--- src/rv_pkg.sv ---
// Shared encodings for the multi-cycle RV32I core
// Opcodes, branch and ALU function codes, operand selects and FSM states
`default_nettype none

package rv_pkg;

   localparam int xlen = 32;
   localparam int addr_w = 16;

   localparam logic [addr_w-1:0] vec_reset = 16'h0000;
   localparam logic [addr_w-1:0] vec_sp = 16'h0004;

   // addi sp, zero, 0; its rd field steers the stack pointer load to x2
   localparam logic [xlen-1:0] inst_boot = 32'h0000_0113;

   localparam logic [6:0] op_alu_r = 7'b0110011;
   localparam logic [6:0] op_alu_i = 7'b0010011;
   localparam logic [6:0] op_load = 7'b0000011;
   localparam logic [6:0] op_store = 7'b0100011;
   localparam logic [6:0] op_branch = 7'b1100011;
   localparam logic [6:0] op_jal = 7'b1101111;
   localparam logic [6:0] op_jalr = 7'b1100111;
   localparam logic [6:0] op_lui = 7'b0110111;
   localparam logic [6:0] op_auipc = 7'b0010111;

   localparam logic [2:0] br_beq = 3'b000;
   localparam logic [2:0] br_bne = 3'b001;
   localparam logic [2:0] br_blt = 3'b100;
   localparam logic [2:0] br_bge = 3'b101;
   localparam logic [2:0] br_bltu = 3'b110;
   localparam logic [2:0] br_bgeu = 3'b111;

   // {funct7[5], funct3}
   localparam logic [3:0] alu_fn_add = 4'b0000;
   localparam logic [3:0] alu_fn_sub = 4'b1000;
   localparam logic [3:0] alu_fn_sll = 4'b0001;
   localparam logic [3:0] alu_fn_lt = 4'b0010;
   localparam logic [3:0] alu_fn_ltu = 4'b0011;
   localparam logic [3:0] alu_fn_xor = 4'b0100;
   localparam logic [3:0] alu_fn_srl = 4'b0101;
   localparam logic [3:0] alu_fn_sra = 4'b1101;
   localparam logic [3:0] alu_fn_or = 4'b0110;
   localparam logic [3:0] alu_fn_and = 4'b0111;

   typedef enum logic [1:0] {alu_x_rs1, alu_x_pc, alu_x_zero} alu_x_sel_t;
   typedef enum logic [1:0] {alu_y_imm, alu_y_rs2, alu_y_four} alu_y_sel_t;

   typedef enum logic [4:0] {
      st_f_pc, st_f_sp, st_f_inst, st_decode, st_rd_reg, st_wb_reg,
      st_x_load, st_x_store, st_x_branch, st_x_jal, st_x_jalr, st_fault
   } state_t;

endpackage

`default_nettype wire
--- src/rv_cpu.sv ---
// RV32I multi-cycle core top with a Wishbone classic master port
`timescale 1ns/1ps
`default_nettype none

module rv_cpu import rv_pkg::*; (
   input  logic              clk,
   input  logic              rst_n,
   output logic              cyc,
   output logic              stb,
   output logic              we,
   output logic [addr_w-1:0] adr,
   output logic [xlen-1:0]   dat_w,
   output logic [3:0]        sel,
   input  logic [xlen-1:0]   dat_r,
   input  logic              ack,
   output logic              fault
);

   logic [xlen-1:0] inst;
   logic [xlen-1:0] imm;
   logic [6:0] opcode;
   logic [6:0] funct7;
   logic [4:0] rd;
   logic [4:0] rs1;
   logic [4:0] rs2;
   logic [2:0] funct3;
   logic ren;
   logic wen;
   logic [xlen-1:0] wdata;
   logic [xlen-1:0] rs1_val;
   logic [xlen-1:0] rs2_val;
   logic [xlen-1:0] alu_x;
   logic [xlen-1:0] alu_y;
   logic [xlen-1:0] alu_y_out;
   logic [3:0] alu_fn;
   logic alu_zero;
   logic [xlen-1:0] st_data;
   logic [xlen-1:0] ld_val;
   logic [3:0] st_sel;

   rv_ctrl i_ctrl (
      .clk(clk), .rst_n(rst_n),
      .cyc(cyc), .stb(stb), .we(we), .adr(adr), .dat_w(dat_w), .sel(sel),
      .dat_r(dat_r), .ack(ack), .fault(fault), .inst(inst),
      .opcode(opcode), .funct3(funct3), .funct7(funct7), .imm(imm),
      .ren(ren), .wen(wen), .wdata(wdata), .rs1_val(rs1_val), .rs2_val(rs2_val),
      .alu_x(alu_x), .alu_y(alu_y), .alu_fn(alu_fn),
      .alu_y_out(alu_y_out), .alu_zero(alu_zero),
      .st_data(st_data), .st_sel(st_sel), .ld_val(ld_val)
   );

   rv_decode i_decode (
      .inst(inst), .opcode(opcode), .rd(rd), .rs1(rs1), .rs2(rs2),
      .funct3(funct3), .funct7(funct7), .imm(imm)
   );

   rv_alu i_alu (
      .x(alu_x), .y(alu_y), .fn(alu_fn), .y_out(alu_y_out), .zero(alu_zero)
   );

   rv_regfile i_regfile (
      .clk(clk), .ren(ren), .rs1(rs1), .rs2(rs2),
      .wen(wen), .rd(rd), .wdata(wdata), .rs1_val(rs1_val), .rs2_val(rs2_val)
   );

   rv_lsu i_lsu (
      .funct3(funct3), .addr_lo(alu_y_out[1:0]), .rs2_val(rs2_val), .dat_r(dat_r),
      .st_data(st_data), .st_sel(st_sel), .ld_val(ld_val)
   );

endmodule

`default_nettype wire

--- src/rv_ctrl.sv ---
// Multi-cycle control FSM with PC, branch decision and Wishbone master
`timescale 1ns/1ps
`default_nettype none

module rv_ctrl import rv_pkg::*; (
   input  logic              clk,
   input  logic              rst_n,
   output logic              cyc,
   output logic              stb,
   output logic              we,
   output logic [addr_w-1:0] adr,
   output logic [xlen-1:0]   dat_w,
   output logic [3:0]        sel,
   input  logic [xlen-1:0]   dat_r,
   input  logic              ack,
   output logic              fault,
   output logic [xlen-1:0]   inst,
   input  logic [6:0]        opcode,
   input  logic [2:0]        funct3,
   input  logic [6:0]        funct7,
   input  logic [xlen-1:0]   imm,
   output logic              ren,
   output logic              wen,
   output logic [xlen-1:0]   wdata,
   input  logic [xlen-1:0]   rs1_val,
   input  logic [xlen-1:0]   rs2_val,
   output logic [xlen-1:0]   alu_x,
   output logic [xlen-1:0]   alu_y,
   output logic [3:0]        alu_fn,
   input  logic [xlen-1:0]   alu_y_out,
   input  logic              alu_zero,
   input  logic [xlen-1:0]   st_data,
   input  logic [3:0]        st_sel,
   input  logic [xlen-1:0]   ld_val
);

   state_t state;
   alu_x_sel_t x_sel;
   alu_y_sel_t y_sel;
   logic [addr_w-1:0] pc;
   logic [addr_w-1:0] pc_plus_4;
   logic [addr_w-1:0] pc_plus_imm;
   logic [addr_w-1:0] req_adr;
   logic req;
   logic done;
   logic branch;
   logic valid_op;

   assign done = cyc & ack;
   assign fault = (state == st_fault);
   assign pc_plus_4 = pc + addr_w'(4);
   assign pc_plus_imm = pc + imm[addr_w-1:0];

   // ALU function and operands
   always_comb begin
      alu_fn = alu_fn_add;
      x_sel = alu_x_rs1;
      y_sel = alu_y_imm;
      case (opcode)
         op_alu_r: begin
            alu_fn = {funct7[5], funct3};
            y_sel = alu_y_rs2;
         end
         op_alu_i: begin
            alu_fn = {(funct3 == 3'b001 || funct3 == 3'b101) & funct7[5], funct3};
         end
         op_branch: begin
            case (funct3)
               br_blt, br_bge:   alu_fn = alu_fn_lt;
               br_bltu, br_bgeu: alu_fn = alu_fn_ltu;
               default:          alu_fn = alu_fn_sub;
            endcase
            y_sel = alu_y_rs2;
         end
         // ALU makes the link value, the target comes from pc_plus_imm
         op_jal: begin
            x_sel = alu_x_pc;
            y_sel = alu_y_four;
         end
         op_auipc: x_sel = alu_x_pc;
         op_lui:   x_sel = alu_x_zero;
         default: ;
      endcase

      case (x_sel)
         alu_x_rs1: alu_x = rs1_val;
         alu_x_pc:  alu_x = {{(xlen-addr_w){1'b0}}, pc};
         default:   alu_x = '0;
      endcase

      case (y_sel)
         alu_y_rs2:  alu_y = rs2_val;
         alu_y_four: alu_y = xlen'(4);
         default:    alu_y = imm;
      endcase
   end

   always_comb begin
      case (funct3)
         br_beq:           branch = alu_zero;
         br_bne:           branch = !alu_zero;
         br_blt, br_bltu:  branch = alu_y_out[0];
         br_bge, br_bgeu:  branch = !alu_y_out[0];
         default:          branch = 1'b0;
      endcase
   end

   always_comb begin
      case (opcode)
         op_alu_r, op_alu_i, op_load, op_store, op_branch,
         op_jal, op_jalr, op_lui, op_auipc: valid_op = 1'b1;
         default: valid_op = 1'b0;
      endcase
   end

   // Register file strobes
   always_comb begin
      ren = (state == st_rd_reg);
      wen = 1'b0;
      wdata = alu_y_out;
      case (state)
         st_f_sp: begin
            wen = done;
            wdata = dat_r;
         end
         st_x_load: begin
            wen = done;
            wdata = ld_val;
         end
         st_x_jalr: begin
            wen = 1'b1;
            wdata = {{(xlen-addr_w){1'b0}}, pc_plus_4};
         end
         st_wb_reg, st_x_jal: wen = 1'b1;
         default: ;
      endcase
   end

   always_comb begin
      req = 1'b1;
      req_adr = pc;
      case (state)
         st_f_pc:               req_adr = vec_reset;
         st_f_sp:               req_adr = vec_sp;
         st_f_inst:             req_adr = pc;
         st_x_load, st_x_store: req_adr = alu_y_out[addr_w-1:0];
         default:               req = 1'b0;
      endcase
   end

   // Bus master; an idle cycle always follows each ack
   always_ff @(posedge clk) begin
      if (!rst_n) begin
         cyc <= 1'b0;
         stb <= 1'b0;
         we <= 1'b0;
         adr <= '0;
         dat_w <= '0;
         sel <= '0;
      end else if (cyc) begin
         if (ack) begin
            cyc <= 1'b0;
            stb <= 1'b0;
         end
      end else if (req) begin
         cyc <= 1'b1;
         stb <= 1'b1;
         we <= (state == st_x_store);
         adr <= req_adr;
         dat_w <= st_data;
         sel <= (state == st_x_store) ? st_sel : 4'b1111;
      end
   end

   always_ff @(posedge clk) begin
      if (!rst_n) begin
         state <= st_f_pc;
         pc <= '0;
         inst <= inst_boot;
      end else begin
         case (state)
            st_f_pc: begin
               if (done) begin
                  pc <= dat_r[addr_w-1:0];
                  state <= st_f_sp;
               end
            end
            st_f_sp: if (done) state <= st_f_inst;
            st_f_inst: begin
               if (done) begin
                  inst <= dat_r;
                  state <= st_decode;
               end
            end
            st_decode: state <= valid_op ? st_rd_reg : st_fault;
            st_rd_reg: begin
               case (opcode)
                  op_load:   state <= st_x_load;
                  op_store:  state <= st_x_store;
                  op_branch: state <= st_x_branch;
                  op_jal:    state <= st_x_jal;
                  op_jalr:   state <= st_x_jalr;
                  default:   state <= st_wb_reg;
               endcase
            end
            st_wb_reg: begin
               pc <= pc_plus_4;
               state <= st_f_inst;
            end
            st_x_load, st_x_store: begin
               if (done) begin
                  pc <= pc_plus_4;
                  state <= st_f_inst;
               end
            end
            st_x_branch: begin
               pc <= branch ? pc_plus_imm : pc_plus_4;
               state <= st_f_inst;
            end
            st_x_jal: begin
               pc <= pc_plus_imm;
               state <= st_f_inst;
            end
            st_x_jalr: begin
               pc <= {alu_y_out[addr_w-1:1], 1'b0};
               state <= st_f_inst;
            end
            // Fault holds until reset
            default: state <= st_fault;
         endcase
      end
   end

endmodule

`default_nettype wire

--- src/rv_lsu.sv ---
// Load/store lane handling: store data and select, load extraction
`timescale 1ns/1ps
`default_nettype none

module rv_lsu import rv_pkg::*; (
   input  logic [2:0]      funct3,
   input  logic [1:0]      addr_lo,
   input  logic [xlen-1:0] rs2_val,
   input  logic [xlen-1:0] dat_r,
   output logic [xlen-1:0] st_data,
   output logic [3:0]      st_sel,
   output logic [xlen-1:0] ld_val
);

   assign st_data = rs2_val << {addr_lo, 3'b000};

   always_comb begin
      case ({funct3[1:0], addr_lo})
         4'b00_00: st_sel = 4'b0001;
         4'b00_01: st_sel = 4'b0010;
         4'b00_10: st_sel = 4'b0100;
         4'b00_11: st_sel = 4'b1000;
         4'b01_00: st_sel = 4'b0011;
         4'b01_01: st_sel = 4'b0110;
         4'b01_10: st_sel = 4'b1100;
         // Word, or a size that does not fit at this offset
         default:  st_sel = 4'b1111;
      endcase
   end

   always_comb begin
      case ({funct3, addr_lo})
         5'b000_00: ld_val = {{24{dat_r[7]}}, dat_r[7:0]};
         5'b000_01: ld_val = {{24{dat_r[15]}}, dat_r[15:8]};
         5'b000_10: ld_val = {{24{dat_r[23]}}, dat_r[23:16]};
         5'b000_11: ld_val = {{24{dat_r[31]}}, dat_r[31:24]};
         5'b001_00: ld_val = {{16{dat_r[15]}}, dat_r[15:0]};
         5'b001_01: ld_val = {{16{dat_r[23]}}, dat_r[23:8]};
         5'b001_10: ld_val = {{16{dat_r[31]}}, dat_r[31:16]};
         5'b010_00: ld_val = dat_r;
         5'b100_00: ld_val = {24'b0, dat_r[7:0]};
         5'b100_01: ld_val = {24'b0, dat_r[15:8]};
         5'b100_10: ld_val = {24'b0, dat_r[23:16]};
         5'b100_11: ld_val = {24'b0, dat_r[31:24]};
         5'b101_00: ld_val = {16'b0, dat_r[15:0]};
         5'b101_01: ld_val = {16'b0, dat_r[23:8]};
         5'b101_10: ld_val = {16'b0, dat_r[31:16]};
         default:   ld_val = '0;
      endcase
   end

endmodule

`default_nettype wire

--- src/rv_regfile.sv ---
// 32 x 32 register file, registered dual read, x0 reads as zero
`timescale 1ns/1ps
`default_nettype none

module rv_regfile import rv_pkg::*; (
   input  logic            clk,
   input  logic            ren,
   input  logic [4:0]      rs1,
   input  logic [4:0]      rs2,
   input  logic            wen,
   input  logic [4:0]      rd,
   input  logic [xlen-1:0] wdata,
   output logic [xlen-1:0] rs1_val,
   output logic [xlen-1:0] rs2_val
);

   logic [xlen-1:0] regs [32];

   always_ff @(posedge clk) begin
      if (wen && rd != 5'd0) begin
         regs[rd] <= wdata;
      end
      if (ren) begin
         rs1_val <= (rs1 == 5'd0) ? '0 : regs[rs1];
         rs2_val <= (rs2 == 5'd0) ? '0 : regs[rs2];
      end
   end

endmodule

`default_nettype wire

--- src/rv_alu.sv ---
// Combinational RV32I ALU with zero flag
`timescale 1ns/1ps
`default_nettype none

module rv_alu import rv_pkg::*; (
   input  logic [xlen-1:0] x,
   input  logic [xlen-1:0] y,
   input  logic [3:0]      fn,
   output logic [xlen-1:0] y_out,
   output logic            zero
);

   always_comb begin
      case (fn)
         alu_fn_add: y_out = x + y;
         alu_fn_sub: y_out = x - y;
         alu_fn_sll: y_out = x << y[4:0];
         alu_fn_lt:  y_out = {{(xlen-1){1'b0}}, $signed(x) < $signed(y)};
         alu_fn_ltu: y_out = {{(xlen-1){1'b0}}, x < y};
         alu_fn_xor: y_out = x ^ y;
         alu_fn_srl: y_out = x >> y[4:0];
         alu_fn_sra: y_out = $unsigned($signed(x) >>> y[4:0]);
         alu_fn_or:  y_out = x | y;
         alu_fn_and: y_out = x & y;
         default:    y_out = '0;
      endcase
   end

   // BEQ and BNE look at this after a subtract
   assign zero = (y_out == '0);

endmodule

`default_nettype wire

--- src/rv_decode.sv ---
// Instruction field splitter and immediate builder
`timescale 1ns/1ps
`default_nettype none

module rv_decode import rv_pkg::*; (
   input  logic [xlen-1:0] inst,
   output logic [6:0]      opcode,
   output logic [4:0]      rd,
   output logic [4:0]      rs1,
   output logic [4:0]      rs2,
   output logic [2:0]      funct3,
   output logic [6:0]      funct7,
   output logic [xlen-1:0] imm
);

   assign opcode = inst[6:0];
   assign rd = inst[11:7];
   assign funct3 = inst[14:12];
   assign rs1 = inst[19:15];
   assign rs2 = inst[24:20];
   assign funct7 = inst[31:25];

   always_comb begin
      case (inst[6:0])
         op_alu_i,
         op_load,
         op_jalr: begin
            imm = {{20{inst[31]}}, inst[31:20]};
         end
         op_store: begin
            imm = {{20{inst[31]}}, inst[31:25], inst[11:7]};
         end
         op_branch: begin
            imm = {{19{inst[31]}}, inst[31], inst[7], inst[30:25], inst[11:8], 1'b0};
         end
         op_jal: begin
            imm = {{11{inst[31]}}, inst[31], inst[19:12], inst[20], inst[30:21], 1'b0};
         end
         op_lui,
         op_auipc: begin
            imm = {inst[31:12], 12'b0};
         end
         default: begin
            imm = '0;
         end
      endcase
   end

endmodule

`default_nettype wire

--- config.mk ---
export PLATFORM = sky130hd
export DESIGN_NAME = rv_cpu
export DESIGN_NICKNAME = d
export VERILOG_FILES = /design/src/rv_pkg.sv /design/src/rv_cpu.sv /design/src/rv_ctrl.sv /design/src/rv_lsu.sv /design/src/rv_regfile.sv /design/src/rv_alu.sv /design/src/rv_decode.sv
export SDC_FILE = /design/constraint.sdc
export NUM_CORES = 2
export LEC_CHECK = 0
export BUFFER_PORTS_ARGS = -buffer_cell sky130_fd_sc_hd__buf_4
export CAP_MARGIN = 10
export CORE_MARGIN = 2
export CORE_UTILIZATION = 45
export CTS_BUF_LIST = sky130_fd_sc_hd__clkbuf_16
export CTS_CLUSTER_DIAMETER = 200
export DETAILED_ROUTE_END_ITERATION = 8
export HOLD_SLACK_MARGIN = 0.1
export PLACE_DENSITY_LB_ADDON = 0.12
export RECOVER_POWER = 25
export SLEW_MARGIN = 10
export SYNTH_ARGS = -nofsm -noshare
export SYNTH_HDL_FRONTEND = slang
export SYNTH_SLANG_ARGS = --single-unit
--- constraint.sdc ---
create_clock -name clk -period 10 [get_ports clk]
set_input_delay 0.5 -clock clk [delete_from_list [all_inputs] [get_ports clk]]
set_output_delay 0.5 -clock clk [all_outputs]
set_load 0.005 [all_outputs]
==> metrics <==
status=complete, but fails checks; failing checks=max-capacitance violations, max-slew violations; fin crit share=96.6%; deepest clock path buffer count=3; Mapped Cells=around 4800; peak supply drop=between 150 and 200 µV; Resized Gates After CTS=0; clock sinks=between 1000 and 1500; slew margin rel.=-171%; number of H-tree branching levels=4; PortBufs=90; first-pass GRT wire length=~390000 µm; share of cells above drive strength 1=roughly a quarter; die footprint=152000 µm²; most common cell after layout, fill and taps aside=edfxtp_1; Final setup viols=0; most frequent cells in the layout=edfxtp_1, mux4_2, nand2_1; I/O pin count=91; clk_lat worst skew=0.80 ns; Critical Path Max Stage Delay=about 1.3 ns; largest net degree at the start of global routing=107; RSZ-0062 raised after global routing=false; Post-CTS Setup Bufs=0; Critical Path Fanout Max=17; Syn Area/Cell=roughly 14 µm²; ys flop type=edfxtp_1; DRC=0; via-per-instance ratio=between 7 and 8; post-route ant nets=0; startpoint types=register; Worst EP arrival=about 10 ns; min Tclk post-route=approximately 9.7 ns; critical path class=register to register; TritonCTS buffer count=around 130; synth warn=0; gr ovfl total=0; vias post-DR=between 40000 and 50000; synthesis-to-finish area growth=12.5%; asr flop ratio synth=0%; Min-Delay Path Class=register to register; Fin. Hold Viols=0; Initial Util=45.3%; Worst Tran Pin Value=approximately 4.1 ns; GPL Wtd Cong=about 1.2; Max Clk Rate=between 100 and 150 MHz; mapped cell area=approximately 67000 µm²; WL/cell=40.8 µm; Iteration-0 DRC Markers=between 7000 and 8000; nature of the critical path endpoint=register; critical path required time=between 10 and 15 ns; Worst R2R Path Depth=25; number of synthesized flops with an enable pin=between 1000 and 1500; Lkg Pwr=~24 nW; clock skew=0.0410 ns; critical path's slowest cell=a2111oi_0; Final Max Slew Viols=approximately 740; post-synthesis register bit count=about 1200; vias in the first global route=between 40000 and 50000; final WL=about 280000 µm; Power Dens Cells=210 nW/µm²; Die Ht=around 400 µm; nets@finish=approximately 5100; Rows=141; Setup TNS Final=0 ns; Reg clk slew, reported paths=~0.06 ns; Max-cap violations=24; CTS tree=yes; hold depth=2; DRT Pass-1 Iters=9; count of different cell masters after synthesis=between 90 and 100; Global Route Usage Sum=a little under two fifths; HPWL Detailed=roughly 190000 µm; register area share after synthesis=~52%; initial antenna violation count=19; Die X=just under 400 µm; Core ar.=148000 µm²; clock root cell=clkbuf_16; post-layout util=50.9%
## stage by stage
step,setup slack (ns),instance area [µm²],hold WS (ns),power (W),cells
after detailed placement,0.960,70800,0.450,0.0109,6694
after global placement,0.632,70800,0.443,0.0109,6693
after floorplan,1.57,66900,0.448,0.00899,4825
after global routing,0.192,75200,0.476,0.0163,6973
after CTS,0.949,75500,0.459,0.0158,6973
final,0.344,75200,0.455,0.0158,6981
## worst paths after layout
check	startpoint	endpoint	slack, ns
max	i_ctrl.inst[4]	i_ctrl.pc[1]	0.34
max reg2reg	i_ctrl.inst[4]	i_ctrl.pc[1]	0.34
min	i_ctrl.dat_w[4]	i_ctrl.dat_w[4]	0.46
min reg2reg	i_ctrl.dat_w[4]	i_ctrl.dat_w[4]	0.46
## cells by family after synthesis
| kind of cell | count (synthesis) | share of synthesized area [%] |
|---|---|---|
| AOI/OAI and AO/OA | 967 | 10.2 |
| xor gates and xnor gates | 42 | 0.550 |
| adders and majority gates | 119 | 2.26 |
| buffers and inverters | 517 | 2.95 |
| DFF | 1195 | 52.1 |
| muxes | 781 | 23.8 |
| other | 1 | 0.00561 |
| and+or+nand+nor | 1172 | 8.15 |
## power breakdown
group	internal, W	switching, W
registers	0.00650	0.000281
clock network	0.00275	0.00211
logic	0.00127	0.00291
## cells in the mapped netlist, types with 26 or more instances
master	number	share of area [%]
dfxtp_1	107	3.2
nor3_1	104	0.78
nor4_1	28	0.26
inv_1	132	0.74
a22oi_1	27	0.30
o21ai_0	147	1.1
nor2_1	302	1.7
a221o_1	35	0.52
a31oi_1	29	0.27
buf_1	72	0.40
o211ai_1	77	0.86
nand4_1	33	0.31
a22o_1	32	0.42
mux2i_1	117	1.8
or3_1	26	0.24
clkbuf_1	285	1.6
a21oi_1	220	1.6
nand3_1	152	1.1
a221oi_1	53	0.69
mux4_2	641	22
xnor2_1	26	0.34
nand2_1	374	2.1
a21o_1	40	0.45
ha_1	116	2.2
edfxtp_1	1088	49
## flip-flops by register name, summed over array words and instances, names as in the netlist
signal             count
i_ctrl.adr            16
i_ctrl.dat_w          32
i_ctrl.stb             1
i_ctrl.pc             16
i_ctrl.cyc             1
i_ctrl.we              1
i_regfile.regs      1024
i_ctrl.inst           32
i_regfile.rs1_val     32
i_ctrl.sel             4
i_ctrl.state           4
i_regfile.rs2_val     32
## final cells by class
cell class | instances | area (µm²)
inverter | 136 | 517
clock buffer | 137 | 3430
fill | 12561 | 72500
clock inverter | 104 | 915
timing repair buffer | 358 | 2660
antenna | 8 | 20.0
multi-input combinational | 3113 | 30400
sequential | 1195 | 34800
tap | 1930 | 2410
## timing repair
item                                   CTS  global route
endpoints found under the hold margin   40             0
setup endpoints to repair                0             0
hold buffers                            38             0
## critical path: cells and delay by family (launching register included)
kind / cells / cell delay, ns
DFF: 1 / 0.45
buffers and inverters: 3 / 0.74
muxes: 2 / 0.56
AOI/OAI and AO/OA: 11 / 4.19
and+or+nand+nor: 7 / 2.54
adders and majority gates: 2 / 1.02
## metal layers
layer / vias up / share of wire, % / GRT usage, % / wire length [µm]
li1: 19830 / - / - / -
met1: 25985 / 39 / 51.0 / 112000
met2: 3286 / 43 / 54.8 / 124000
met3: 765 / 11 / 10.0 / 30900
met4: 18 / 6.2 / 19.5 / 17800
met5: - / 0.064 / 0 / 183
Power figures use the tool's default switching activity.
